`config.mk`:
```
export PLATFORM = sky130hd
export DESIGN_NAME = blk_engine
export DESIGN_NICKNAME = d
export VERILOG_FILES = /design/src/mem_pkg.sv /design/src/blk_engine.sv
export SDC_FILE = /design/constraint.sdc
export NUM_CORES = 1
export LEC_CHECK = 0
export ABC_AREA = 0
export ABC_CLOCK_PERIOD_IN_PS = 2300
export BUFFER_PORTS_ARGS = -buffer_cell sky130_fd_sc_hd__buf_2
export CELL_PAD_IN_SITES_DETAIL_PLACEMENT = 0
export CELL_PAD_IN_SITES_GLOBAL_PLACEMENT = 1
export CORE_AREA = 2 2 111 156
export DETAILED_ROUTE_END_ITERATION = 12
export DIE_AREA = 0 0 113 158
export GPL_ROUTABILITY_DRIVEN = 1
export GPL_TIMING_DRIVEN = 0
export PLACE_DENSITY_LB_ADDON = 0.2
export RECOVER_POWER = 100
export SYNTH_ARGS = -nofsm -noshare
export SYNTH_HDL_FRONTEND = slang
export SYNTH_SLANG_ARGS = --single-unit
```
`constraint.sdc`:
```
create_clock -name clk_i -period 2.3 [get_ports clk_i]
set_input_delay 0.23 -clock clk_i [delete_from_list [all_inputs] [get_ports clk_i]]
set_output_delay 0.23 -clock clk_i [all_outputs]
set_load 0.01 [all_outputs]
```
`src/mem_pkg.sv`:
```
// Shared data memory definitions

package mem_pkg;

   localparam int ADDR_W  = 8;            // Word address, 256 words
   localparam int DATA_W  = 32;
   localparam int COL_W   = 8;            // One byte lane
   localparam int NUM_COL = DATA_W / COL_W;
   localparam int BADDR_W = ADDR_W + 2;   // Byte address
   localparam int CNT_W   = ADDR_W + 1;   // Word count up to 256

   // Load/store access size
   typedef enum logic [1:0] {
      SZ_BYTE = 2'd0,
      SZ_HALF = 2'd1,
      SZ_WORD = 2'd2
   } size_e;

   // Block engine operation
   typedef enum logic {
      OP_FILL = 1'b0,
      OP_SUM  = 1'b1
   } op_e;

   // One memory word, seen whole or lane by lane
   typedef union packed {
      logic [DATA_W-1:0]               word;
      logic [NUM_COL-1:0][COL_W-1:0]   lanes;
   } mem_word_u;

   // Port A request
   typedef struct packed {
      logic                we;        // Store when set
      size_e               size;
      logic                sign_ext;  // Loads only
      logic [BADDR_W-1:0]  addr;
      logic [DATA_W-1:0]   wdata;     // Right aligned
   } lsu_req_t;

   // Port B command
   typedef struct packed {
      op_e                 op;
      logic [ADDR_W-1:0]   base;
      logic [CNT_W-1:0]    count;     // 1 to 256 words
      logic [DATA_W-1:0]   pattern;
   } eng_cmd_t;

endpackage

```
`src/blk_engine.sv`:
```
// Port B block engine, fill and checksum

`timescale 1ns/1ns

module blk_engine import mem_pkg::*; (
   input  logic               clk_i,
   input  logic               rst_n_i,

   // Command side
   input  logic               start_i,
   input  eng_cmd_t           cmd_i,

   // RAM port
   output logic               ram_en_o,
   output logic [NUM_COL-1:0] ram_be_o,
   output logic [ADDR_W-1:0]  ram_addr_o,
   output logic [DATA_W-1:0]  ram_wdata_o,
   input  logic [DATA_W-1:0]  ram_rdata_i,

   // Status
   output logic               busy_o,
   output logic               done_o,
   output logic [DATA_W-1:0]  sum_o
);

   typedef enum logic [1:0] {
      ST_IDLE,
      ST_RUN,     // One access per cycle
      ST_DRAIN    // Reads still coming back
   } state_e;

   state_e               state_q;
   op_e                  op_q;
   logic [ADDR_W-1:0]    addr_q;
   logic [CNT_W-1:0]     remain_q;
   logic [DATA_W-1:0]    pattern_q;
   logic                 last_issue;

   // Read pipeline, bit 0 marks RAM output valid, bit 1 marks rdata_q valid
   logic [1:0]           vld_q;
   logic [DATA_W-1:0]    rdata_q;
   logic [DATA_W-1:0]    sum_q;
   logic                 done_q;

   assign last_issue = (remain_q <= CNT_W'(1));   // Count of 0 acts as 1

   always_ff @(posedge clk_i) begin
      if (!rst_n_i) begin
         state_q  <= ST_IDLE;
         op_q     <= OP_FILL;
         addr_q   <= '0;
         remain_q <= '0;
         vld_q    <= '0;
         sum_q    <= '0;
         done_q   <= 1'b0;
      end else begin
         done_q <= 1'b0;
         vld_q  <= {vld_q[0], (state_q == ST_RUN) && (op_q == OP_SUM)};
         if (vld_q[1]) begin
            sum_q <= sum_q + rdata_q;   // Wraps at 32 bits
         end
         case (state_q)
            ST_IDLE: begin
               if (start_i) begin
                  state_q  <= ST_RUN;
                  op_q     <= cmd_i.op;
                  addr_q   <= cmd_i.base;
                  remain_q <= cmd_i.count;
                  sum_q    <= '0;
               end
            end
            ST_RUN: begin
               addr_q   <= addr_q + 1'b1;
               remain_q <= remain_q - 1'b1;
               if (last_issue) begin
                  if (op_q == OP_FILL) begin
                     state_q <= ST_IDLE;
                     done_q  <= 1'b1;
                  end else begin
                     state_q <= ST_DRAIN;
                  end
               end
            end
            ST_DRAIN: begin
               // Last word is being added this cycle
               if (vld_q[1] && !vld_q[0]) begin
                  state_q <= ST_IDLE;
                  done_q  <= 1'b1;
               end
            end
            default: state_q <= ST_IDLE;
         endcase
      end
   end

   always_ff @(posedge clk_i) begin
      if ((state_q == ST_IDLE) && start_i) begin
         pattern_q <= cmd_i.pattern;
      end
      rdata_q <= ram_rdata_i;
   end

   assign ram_en_o    = (state_q == ST_RUN);
   assign ram_be_o    = (ram_en_o && (op_q == OP_FILL)) ? '1 : '0;   // Sum only reads
   assign ram_addr_o  = addr_q;
   assign ram_wdata_o = pattern_q;

   assign busy_o = (state_q != ST_IDLE);
   assign done_o = done_q;
   assign sum_o  = sum_q;

endmodule

```
==> impl_metrics.tcl <==
set metrics [dict create \
    synth_ff_type "dfxtp_1" \
    rsz0062_at_grt "yes" \
    cp-start-kind "flop" \
    finClkSkew_ns 0.0110 \
    r2r_cells 10 \
    powerDensity_nw_per_um2 715 \
    drive_gt1_share_pct 26.4 \
    path_cells "ha_4 -> fa_2 -> a21oi_2 -> o211ai_1 -> nand3_1 -> a311o_1 -> a21o_1 -> a21oi_2 -> or3_1 -> a32o_1" \
    gp_congestion 0.855 \
    worstPathMaxFanout 2 \
    period_needed_ns 2.49 \
    ys_top_cells_by_area "dfxtp_1, edfxtp_1, ha_1, a21oi_1, nor2_1" \
    worst_slew_pin_slew_ns 0.757 \
    violations "DRC, setup timing" \
    post-route-period-util_pct 108 \
    hold_end "op_q$_SDFFE_PN0P_" \
    portBuffers 163 \
    via_count 5368 \
    whs_path_depth 3 \
    grt_max_degree 18 \
    max_cap_violations 0 \
    path_delay_family "compound AO/OA/AOI/OAI gates" \
    hpwl_um 11900 \
    syn_inst 587 \
    synth_top_area_share_pct 30.8 \
    fillers 1597 \
    final_nets 974 \
    drc 4 \
    crit_top_cell "a21oi_2" \
    async_flop_share_pct 0 \
    r2r-end "sum_o[26]$_SDFF_PN0_" \
    dr.first_iter.drc_count 194 \
    finalSetupTns_ns -0.363 \
    yosysSeqAreaShare_pct 47.8 \
    crit_arrival_ns 2.80 \
    yosysTopAreaCell "dfxtp_1" \
    cts.root.buffer_cell "clkbuf_16" \
    hold_violations 0 \
    clk-insertion-delay-late_ns 0.42 \
    cts_max_level 4 \
    setup_viol_count_final 4 \
    path_class "flop to flop" \
    overflow 0 \
    total_power_mw 6.07 \
    track_usage_pct 19.3 \
    ir_worst_vdd_v 0.000435 \
    grt_pass1_wl_um 27100 \
    antenna_found_initial 0 \
    slew_violations 0 \
    coreArea_um2 16500 \
    cpPeakStageDelay_ns 0.35 \
    pin_count 164 \
    end_kind "flop" \
    path_clk_slew_ns 0.06 \
    die_x_um 113 \
    synth_warnings 0 \
    syn-num-nets 710 \
    num_rows 56 \
    cts_tree "built" \
    antenna_cells 0 \
    required_ns 2.61 \
    wl_per_cell_um 16.1 \
    syn_area_per_cell_um2 9.64 \
    hold_class "input pin to flop" \
    p_leak_nw 3.46 \
    syn_area_um2 5660 \
    reg2reg_setup_slack_ns -0.19 \
    die_h_um 158 \
    cp_slowest_cell "fa_2" \
    synth_edf_count 32 \
    synth_cell_types 59 \
    design.die.area_um2 17900 \
    clockBufferDepth 2 \
    slew_headroom_pct 49.5 \
    worstHoldStart "cmd_i[49]" \
    setup_ws_ns -0.185 \
    drt-total-wl_um 17200 \
    cts_made_buffers 17 \
    status "complete, but fails checks" \
    grt_pass1_vias 5457 \
    dr.pass1.iters 9 \
    cp_num_buf_inv 0 \
    ys_ff_latch 119 \
    reg2reg_from "sum_o[0]$_SDFF_PN0_" \
    ant_nets 0 \
    initial_core_util_pct 34.2 \
    clock-sinks 119 \
    area_growth_pct 50.1 \
    vias_per_cell 5.03 \
    timing.fmax_mhz 402 \
]
==> layer usage <==
layer	GRT usage [%]	vias to the layer above	wire length, µm	share of wire, %
li1	-	2682	-	-
met1	21.4	2537	6960	41
met2	36.2	131	9220	54
met3	4.59	18	751	4.4
met4	5.98	0	240	1.4
met5	0	-	0	0
==> worst max-delay path by stage <==
stage                            startpoint                   end  depth (start not counted)
floorplan               sum_o[0]$_SDFF_PN0_  sum_o[26]$_SDFF_PN0_                         10
global placement    state_q[1]$_SDFFE_PN0P_  sum_o[29]$_SDFF_PN0_                          9
detailed placement  state_q[0]$_SDFFE_PN0P_  sum_o[29]$_SDFF_PN0_                          9
CTS                     sum_o[0]$_SDFF_PN0_  sum_o[26]$_SDFF_PN0_                         10
global route            sum_o[7]$_SDFF_PN0_  sum_o[26]$_SDFF_PN0_                          9
finish                  sum_o[0]$_SDFF_PN0_  sum_o[26]$_SDFF_PN0_                         10
==> area by class of cell <==
cell class	count	area [µm²]	share of cell area [%]
buffer	23	126	1.49
clock buffer	17	425	5.01
clock inverter	15	201	2.37
inverter	22	86.3	1.02
multi-input combinational	418	3130	36.9
sequential	119	2720	32.0
tap	203	254	2.99
timing repair buffer	249	1540	18.2
timing repair inverter	1	7.51	0.0884
==> worst min-delay path, cell delays in order <==
cell and delay [ns]:
buf_2 0.10, nand2_1 0.04, a21oi_1 0.05
==> Yosys cell counts (7+ instances only) <==
| master | n |
|---|---|
| dfxtp_1 | 87 |
| a21oi_1 | 61 |
| nor2_1 | 51 |
| nand2_1 | 42 |
| ha_1 | 37 |
| o21ai_0 | 36 |
| edfxtp_1 | 32 |
| inv_1 | 22 |
| clkbuf_1 | 19 |
| mux2i_1 | 17 |
| nand3_1 | 15 |
| xnor2_1 | 14 |
| a21o_1 | 12 |
| nor3_1 | 10 |
| xor2_1 | 10 |
| a211oi_1 | 9 |
| and2_1 | 9 |
| and3_1 | 9 |
| nand4_1 | 8 |
| a31oi_1 | 7 |
| o22ai_1 | 7 |
==> flip-flops by register name, summed over array words and instances, names as in the netlist <==
signal,cells
sum_o,32
ram_wdata_o,32
vld_q,2
rdata_q,32
done_o,1
op_q,1
ram_addr_o,8
state_q,2
remain_q,9
==> stage by stage <==
stage	util (%)	setup slack, ns	hold WS, ns	area [µm²]	std cells
floorplan	-	-0.0198	0.258	5720	587
global placement	41.1	-0.739	0.332	6790	953
detailed placement	41.1	-0.815	0.334	6790	953
CTS	50.1	-0.185	0.0340	8290	1055
global route	51.3	-0.268	0.0644	8490	1067
finish	51.3	-0.185	0.0452	8490	1067
==> kinds of logic after synthesis <==
family                   count (synthesis)  share of synthesized area (%)
flip-flops                             119                           47.8
XOR/XNOR                                24                           3.72
adder cells (fa/ha/maj)                 38                           8.54
AND/OR/NAND/NOR                        164                           13.8
AO/OA/AOI/OAI                          174                           19.3
multiplexers                            18                           3.21
buffers and inverters                   50                           3.69
==> timing repair <==
action,4_1_cts,5_1_grt
hold buffers,64,0
pin swaps,12,35
setup endpoints to repair,35,39
setup buffers,8,14
hold endpoints to repair,64,0
resized for setup,42,48
cloned,1,0
==> where the power goes <==
part           internal [mW]  total (mW)  switching [mW]  leakage (nW)
Clock                   1.67        2.84            1.17         0.310
Combinational          0.375       0.857           0.482          2.12
Sequential              2.29        2.37          0.0774          1.03
==> cell usage in the layout (no fill, tap or decap), types with 9 or more instances in the layout <==
master / instances
dlygate4sd3_1: 64
ha_1: 21
inv_1: 21
buf_2: 97
a21oi_2: 10
mux2i_1: 16
nand3_1: 15
and3_1: 9
clkbuf_1: 77
buf_4: 24
o21ai_0: 30
nor2_1: 49
a21o_1: 12
a21oi_1: 48
xnor2_1: 14
edfxtp_1: 32
xor2_1: 10
ha_4: 11
nand2_1: 39
clkbuf_16: 17
dfxtp_1: 79
Note: power is estimated with default switching activity, not from simulation.
