**src/mem_pkg.sv**
```systemverilog
// Shared data memory definitions

package mem_pkg;

   localparam int ADDR_W  = 8;            // Word address, 256 words
   localparam int DATA_W  = 32;
   localparam int COL_W   = 8;            // One byte lane
   localparam int NUM_COL = DATA_W / COL_W;
   localparam int BADDR_W = ADDR_W + 2;   // Byte address
   localparam int CNT_W   = ADDR_W + 1;   // Word count up to 256

   // Load/store access size
   typedef enum logic [1:0] {
      SZ_BYTE = 2'd0,
      SZ_HALF = 2'd1,
      SZ_WORD = 2'd2
   } size_e;

   // Block engine operation
   typedef enum logic {
      OP_FILL = 1'b0,
      OP_SUM  = 1'b1
   } op_e;

   // One memory word, seen whole or lane by lane
   typedef union packed {
      logic [DATA_W-1:0]               word;
      logic [NUM_COL-1:0][COL_W-1:0]   lanes;
   } mem_word_u;

   // Port A request
   typedef struct packed {
      logic                we;        // Store when set
      size_e               size;
      logic                sign_ext;  // Loads only
      logic [BADDR_W-1:0]  addr;
      logic [DATA_W-1:0]   wdata;     // Right aligned
   } lsu_req_t;

   // Port B command
   typedef struct packed {
      op_e                 op;
      logic [ADDR_W-1:0]   base;
      logic [CNT_W-1:0]    count;     // 1 to 256 words
      logic [DATA_W-1:0]   pattern;
   } eng_cmd_t;

endpackage

```
**src/lsu_align.sv**
```systemverilog
// Port A load/store aligner

`timescale 1ns/1ns

module lsu_align import mem_pkg::*; (
   input  logic               clk_i,
   input  logic               rst_n_i,

   // Request side
   input  logic               req_valid_i,
   input  lsu_req_t           req_i,

   // RAM port
   output logic               ram_en_o,
   output logic [NUM_COL-1:0] ram_be_o,
   output logic [ADDR_W-1:0]  ram_addr_o,
   output logic [DATA_W-1:0]  ram_wdata_o,
   input  logic [DATA_W-1:0]  ram_rdata_i,

   // Load response
   output logic [DATA_W-1:0]  rdata_o,
   output logic               rdata_valid_o
);

   logic [1:0]           req_off;
   logic [NUM_COL-1:0]   be;
   mem_word_u            wr_word;

   // Load state held for the RAM read cycle
   logic                 ld_valid_q;
   logic [1:0]           ld_off_q;
   size_e                ld_size_q;
   logic                 ld_sign_q;

   mem_word_u            rd_word;
   logic [COL_W-1:0]     lane_b;
   logic [2*COL_W-1:0]   lane_h;

   assign req_off    = req_i.addr[1:0];
   assign ram_en_o   = req_valid_i;
   assign ram_addr_o = req_i.addr[BADDR_W-1:2];

   // Lane selection
   always_comb begin
      case (req_i.size)
         SZ_BYTE: be = NUM_COL'(1) << req_off;
         SZ_HALF: be = req_off[1] ? 4'b1100 : 4'b0011;   // Bit 0 ignored
         default: be = '1;
      endcase
   end

   assign ram_be_o = (req_valid_i && req_i.we) ? be : '0;

   // Store data copied into every lane it could land in
   always_comb begin
      wr_word.word = req_i.wdata;
      case (req_i.size)
         SZ_BYTE: begin
            for (int i = 0; i < NUM_COL; i++) begin
               wr_word.lanes[i] = req_i.wdata[COL_W-1:0];
            end
         end
         SZ_HALF: begin
            for (int i = 0; i < NUM_COL; i++) begin
               wr_word.lanes[i] = req_i.wdata[(i % 2)*COL_W +: COL_W];
            end
         end
         default: ;
      endcase
   end

   assign ram_wdata_o = wr_word.word;

   always_ff @(posedge clk_i) begin
      if (!rst_n_i) begin
         ld_valid_q <= 1'b0;
      end else begin
         ld_valid_q <= req_valid_i && !req_i.we;
      end
   end

   always_ff @(posedge clk_i) begin
      if (req_valid_i) begin
         ld_off_q  <= req_off;
         ld_size_q <= req_i.size;
         ld_sign_q <= req_i.sign_ext;
      end
   end

   // Pick lanes from the returned word and extend
   always_comb begin
      rd_word.word = ram_rdata_i;
      lane_b = rd_word.lanes[ld_off_q];
      lane_h = {rd_word.lanes[{ld_off_q[1], 1'b1}], rd_word.lanes[{ld_off_q[1], 1'b0}]};
      case (ld_size_q)
         SZ_BYTE: rdata_o = {{(DATA_W-COL_W){ld_sign_q & lane_b[COL_W-1]}}, lane_b};
         SZ_HALF: rdata_o = {{(DATA_W-2*COL_W){ld_sign_q & lane_h[2*COL_W-1]}}, lane_h};
         default: rdata_o = rd_word.word;
      endcase
   end

   assign rdata_valid_o = ld_valid_q;

endmodule

```
**config.mk**
```make
export PLATFORM = sky130hd
export DESIGN_NAME = lsu_align
export DESIGN_NICKNAME = d
export VERILOG_FILES = /design/src/mem_pkg.sv /design/src/lsu_align.sv
export SDC_FILE = /design/constraint.sdc
export NUM_CORES = 1
export LEC_CHECK = 0
export BUFFER_PORTS_ARGS = -buffer_cell sky130_fd_sc_hd__buf_2
export CAP_MARGIN = 10
export CORE_MARGIN = 5
export CORE_UTILIZATION = 35
export CTS_CLUSTER_DIAMETER = 40
export DETAILED_ROUTE_END_ITERATION = 8
export PLACE_DENSITY = 0.82
export SETUP_SLACK_MARGIN = 0.5
export SYNTH_ARGS = -nofsm -noshare
export SYNTH_HDL_FRONTEND = slang
export SYNTH_SLANG_ARGS = --single-unit
```
**constraint.sdc**
```tcl
create_clock -name clk_i -period 1.85 [get_ports clk_i]
set_input_delay 0.37 -clock clk_i [delete_from_list [all_inputs] [get_ports clk_i]]
set_output_delay 0.37 -clock clk_i [all_outputs]
set_load 0.01 [all_outputs]
```
==> impl_metrics.csv, run 1 <==
group,metric,value,unit
logic_synthesis,yosys.area_share.simple,0.143,
global_routing,grt.overflow.total,0,
floorplan,rows,23,
drt,drc,0,
logic_synthesis,synthMuxAreaShare,0.263,
worst_setup_path,startpoint_type,"flop",
logic_synthesis,syn_nets,272,
logic_synthesis,synthXorXnorAreaFrac,0,
drt,wire_per_inst,18.9,µm
worst_setup_path,path_max_fanout,7,
sta,min_period,2.21,ns
place,place_area,0.00236,mm²
logic_synthesis,syn_avg_cell_area,7.63,µm²
drt,drt_iter0_drc,123,
power_and_ir_drop,power.static_leakage,1.54,nW
logic_synthesis,yosysSeqAreaShare,0.117,
logic_synthesis,synth_compound_area_frac,0.302,
worst_setup_path,crit_chain,"mux4_2 > nor4b_4 > buf_4 > a221o_1 > buf_2",
logic_synthesis,synth_top_area_frac,0.124,
floorplan,start_util,0.361,
clock_network,cts_tree,"done",
final_layout,post-route-util,0.762,
sta,setup_viol,32,
logic_synthesis,ys_async_sr_fraction,0,
sta,fin_ws,-0.358,ns
drt,drtPass1Iterations,4,
logic_synthesis,synth_flop_cell,"edfxtp_1",
global_routing,grt_max_degree,17,
place,dp_cells,368,
global_routing,grt_pass1_vias,2354,
drt,ant_nets,0,
logic_synthesis,synth-seq-cells,6,
logic_synthesis,ys_types,29,
status,failed_checks,"negative setup slack",
final_layout,final_area,0.00307,mm²
sta,worst_pin_slew,0.737,ns
sta,grt_setup_unrepaired,"yes",
logic_synthesis,yosysWarnings,0,
logic_synthesis,synth_adder_area_share,0,
final_layout,area_delta_synth_final,111,%
drt,viasPerCell,5.57,
clock_network,cts.clk_slew.worst_paths,0.04,ns
clock_network,htreeDepth,1,
logic_synthesis,synth.area.top_cells,"mux2i_1, mux2_2, buf_4",
worst_setup_path,cp-startpoint,"ld_off_q[1]",
worst_setup_path,setup.worst_path.class,"flop to primary output",
logic_synthesis,synth_top_family_by_area,"compound AO/OA/AOI/OAI gates",
floorplan,io_pins,159,
drt,wirelength,7400,µm
place,gp_congestion,0.877,
place,hpwl,4870,µm
final_layout,finalNetCount,423,
sta,fmax,453,MHz
worst_setup_path,arrival,1.84,ns
clock_network,root_buffer,"clkbuf_8",
drt,vias,2179,
sta,relSlewSlack,0.506,
final_layout,final_layout_size_suffix_gt1_frac,0.754,
hold_path,min_from,"req_i[45]",
worst_setup_path,cpPeakStageDelay,0.51,ns
place,port_buffers,142,
logic_synthesis,synth_edf_count,5,
global_routing,track_usage,0.257,
place,dp_slack,-0.239,ns
worst_setup_path,critPathSlowestCell,"mux4_2",
final_layout,fin_cells,391,
sta,post-route-period-util,1.19,
global_routing,grt_pass1_wl,11200,µm
sta,hold_violations,0,
floorplan,core,0.00403,mm²
floorplan,die_h,74.5,µm
clock_network,clock_sinks,6,
logic_synthesis,synth_common_cells,"nand2_1, buf_4, mux2i_1",
hold_path,hold_class,"primary input to flop",
logic_synthesis,synth.largest_area_cell,"mux2i_1",
logic_synthesis,synth_area,0.00146,mm²
power_and_ir_drop,ir_drop,0.000272,V
worst_setup_path,required,1.48,ns
global_routing,antenna_found_initial,0,
power_and_ir_drop,p_per_area,449,mW/mm²
logic_synthesis,synth_most_common_cell,"nand2_1",
worst_setup_path,setup.worst_path.end_class,"primary output",
run,cap_violations,0,
status,outcome,"finished, violations left",
clock_network,cts_buffers,3,
final_layout,num_antenna_cells,0,
clock_network,cts_buffer_depth,2,
floorplan,dieArea,0.00555,mm²
sta,finalMaxSlewViolations,0,
sta,fin_tns_setup,-8.63,ns
floorplan,die_w,74.5,µm
logic_synthesis,netlist_instances,191,
cells by family (layout without fill, tap and decap cells):
group,after synthesis,in the layout
compound gates,64,64
buf+inv,41,191
flops,6,6
mux,35,35
simple gates,45,45
cell usage in the layout (no fill, tap or decap), types with 6 or more instances in the layout:
cell / count
buf_2: 121
buf_6: 24
buf_4: 22
nand2_1: 21
mux2_4: 16
mux2i_1: 15
nor2_1: 12
o21ai_4: 11
o21ai_2: 11
buf_12: 8
a22o_1: 7
a221o_1: 7
o22ai_2: 7
a221oi_2: 6
per-stage QoR:
stage | power (mW) | hold slack (ns)
floorplan | 0.661 | 0.442
global placement | 0.924 | 0.541
detailed placement | 0.936 | 0.548
CTS | 1.34 | 0.318
global route | 1.46 | 0.330
finish | 1.38 | 0.321
layout make-up:
type,count,area (µm²)
Multi-Input combinational cell,144,1430
Tap cell,50,62.6
Sequential cell,6,170
Inverter,6,22.5
Timing Repair Buffer,181,1350
Fill cell,276,957
Clock buffer,4,45.0
sequential cells by signal, indices dropped and copies added (netlist names):
name	count
ld_off_q	2
ld_sign_q	1
rdata_valid_o	1
ld_size_q	2
layer usage:
layer,up-vias,GRT usage,wire [µm]
met2,143,0.486,3940
met5,-,0,0
met3,16,0.0716,811
met4,0,0.113,147
li1,1002,-,-
met1,1018,0.259,2500
report_power, final:
| group | switching, mW | internal [mW] | leakage, nW |
|---|---|---|---|
| clock network | 0.0558 | 0.148 | 0.0228 |
| registers | 0.0134 | 0.159 | 0.0572 |
| logic | 0.478 | 0.525 | 1.46 |
critical path: cells and delay by family (launching register included):
kind                   cells  cell delay, ns
AND/OR/NAND/NOR            1            0.14
buffers and inverters      2            0.31
multiplexers               1            0.51
flip-flops                 1            0.39
AO/OA/AOI/OAI              1            0.26
final timing paths:
kind | to | cells past startpoint
max | rdata_o[14] | 5
min | rdata_valid_o | 2
what timing repair did:
action / in CTS / in global routing
hold endpoints to repair: 0 / 0
pin swaps: 25 / 8
buffers inserted: 12 / 2
hold buffers: 0 / 0
setup endpoints to repair: 60 / 60
resized for setup: 90 / 14
gates cloned: 5 / 0
(Power assumes the default switching activity.)
==> inputs of run 2 (changes only) <==
==> constraint.sdc (replaced) <==
create_clock -name clk_i -period 2.3 [get_ports clk_i]
set_input_delay 0.46 -clock clk_i [delete_from_list [all_inputs] [get_ports clk_i]]
set_output_delay 0.46 -clock clk_i [all_outputs]
set_load 0.01 [all_outputs]
==> run 2 against run 1 <==
Against the previous run:
- final cell count is 4.9% lower
- the flow now finishes without violations
- sequential power shrank 21%
- sequential share of layout area up 1.6 points
- largest cell class unchanged
- first-iteration DRC count decreased by 28%
- clock power decreased by 21%
- sequential cell count unchanged
- clock-buffer cell count did not move
==> impl_metrics.csv, run 2 (synthesis results as in run 1) <==
group,metric,value,unit
clock_network,cts_buffers,3,
drt,wire_per_inst,17.0,µm
global_routing,antenna_found_initial,0,
clock_network,clock_sinks,6,
sta,fmax,439,MHz
final_layout,n_fill_cell,355,
run,cap_violations,0,
power_and_ir_drop,power,0.912,mW
global_routing,track_usage,0.211,
sta,worst_pin_slew,0.520,ns
sta,hold-worst-slack,0.416,ns
sta,grt_setup_unrepaired,"yes",
final_layout,final_common_cell,"buf_2",
power_and_ir_drop,power.static_leakage,1.23,nW
status,outcome,"completed",
sta,relSlewSlack,0.652,
drt,ant_nets,0,
power_and_ir_drop,power_frac_clock,0.177,
power_and_ir_drop,comb_power_share,0.674,
power_and_ir_drop,swShare,0.408,
final_layout,num_antenna_cells,0,
floorplan,io_pins,159,
sta,fin_ws,0.0207,ns
global_routing,grt_pass1_vias,2060,
global_routing,grt_pass1_wl,9330,µm
place,port_buffers,142,
power_and_ir_drop,p_seq_frac,0.149,
final_layout,final_layout_size_suffix_gt1_frac,0.652,
final_layout,largestRegisters,"ld_off_q (2), ld_size_q (2)",
drt,wirelength,6330,µm
place,place_area,0.00207,mm²
worst_setup_path,setup.worst_path.end_class,"primary output",
sta,setup_viol,0,
final_layout,area.sequential,170,µm²
floorplan,dieArea,0.00555,mm²
worst_setup_path,path_max_fanout,8,
global_routing,grt_max_degree,29,
clock_network,cts_buffer_depth,2,
worst_setup_path,arrival,1.82,ns
floorplan,die_w,74.5,µm
sta,hold_violations,0,
final_layout,post-route-util,0.595,
place,dp_cells,355,
power_and_ir_drop,p_int,0.540,mW
clock_network,root_buffer,"clkbuf_8",
floorplan,die_h,74.5,µm
drt,drtPass1Iterations,4,
drt,drc,0,
final_layout,finalNetCount,404,
sta,fin_tns_setup,0,ns
floorplan,rows,23,
place,dp_slack,-0.0526,ns
final_layout,multi_input_area,0.00122,mm²
global_routing,grt.overflow.total,0,
worst_setup_path,startpoint_type,"flop",
clock_network,cts.clk_slew.worst_paths,0.04,ns
floorplan,core,0.00403,mm²
place,hpwl,4760,µm
hold_path,hold_class,"primary input to flop",
sta,min_period,2.28,ns
final_layout,final_area,0.00240,mm²
sta,post-route-period-util,0.991,
place,gp_congestion,0.867,
final_layout,fin_cells,372,
power_and_ir_drop,ir_drop,0.000204,V
drt,drt_iter0_drc,89,
final_layout,area_delta_synth_final,64.7,%
sta,finalMaxSlewViolations,0,
drt,viasPerCell,5.50,
drt,vias,2046,
clock_network,cts_tree,"done",
worst_setup_path,required,1.84,ns
power_and_ir_drop,p_switching,0.372,mW
clock_network,htreeDepth,1,
worst_setup_path,setup.worst_path.class,"flop to primary output",
floorplan,start_util,0.361,
final_layout,final_cell_mix,"buf_2, nand2_1, mux2i_1, mux2_2, buf_4",
power_and_ir_drop,p_per_area,380,mW/mm²
==> run 2: layout make-up <==
| type | count | share of cell area |
|---|---|---|
| flip-flops and latches | 6 | 0.0709 |
| multi-input cells | 147 | 0.509 |
| repair buffers | 159 | 0.364 |
| inverters | 6 | 0.0110 |
| clock buffers | 4 | 0.0188 |
| well taps | 50 | 0.0261 |
==> run 2: critical path, cell delays in order, from the launching register on <==
cell      delay, ns
edfxtp_1       0.43
buf_4          0.17
buf_6          0.11
mux2i_2        0.17
a211o_4        0.42
o21ai_2        0.16
buf_2          0.14
==> run 2: final timing paths <==
| check | start | depth (start not counted) | to | slack (ns) |
|---|---|---|---|---|
| max | ld_off_q[1] | 6 | rdata_o[17] | 0.02 |
| min | req_i[45] | 2 | rdata_valid_o | 0.42 |
==> run 2: power groups by stage <==
stage | logic [mW] | clock network [mW] | registers, mW
after global placement | 0.511 | 0 | 0.140
after CTS | 0.575 | 0.166 | 0.138
after global routing | 0.663 | 0.172 | 0.137
after detailed placement | 0.518 | 0 | 0.140
after floorplan | 0.328 | 0 | 0.134
final | 0.615 | 0.161 | 0.136
==> run 2: repair_timing <==
item / CTS / global route
endpoints found under the hold margin: 0 / 0
buffers inserted: 8 / 2
resized for setup: 23 / 20
gates cloned: 3 / 0
pin swaps: 4 / 3
setup endpoints to repair: 41 / 38
hold buffers: 0 / 0
==> run 2: metal layers <==
metal / GRT usage / wire length [µm]
met5: 0 / 0
met2: 0.407 / 3230
met4: 0.0731 / 113
met3: 0.0473 / 715
met1: 0.222 / 2270
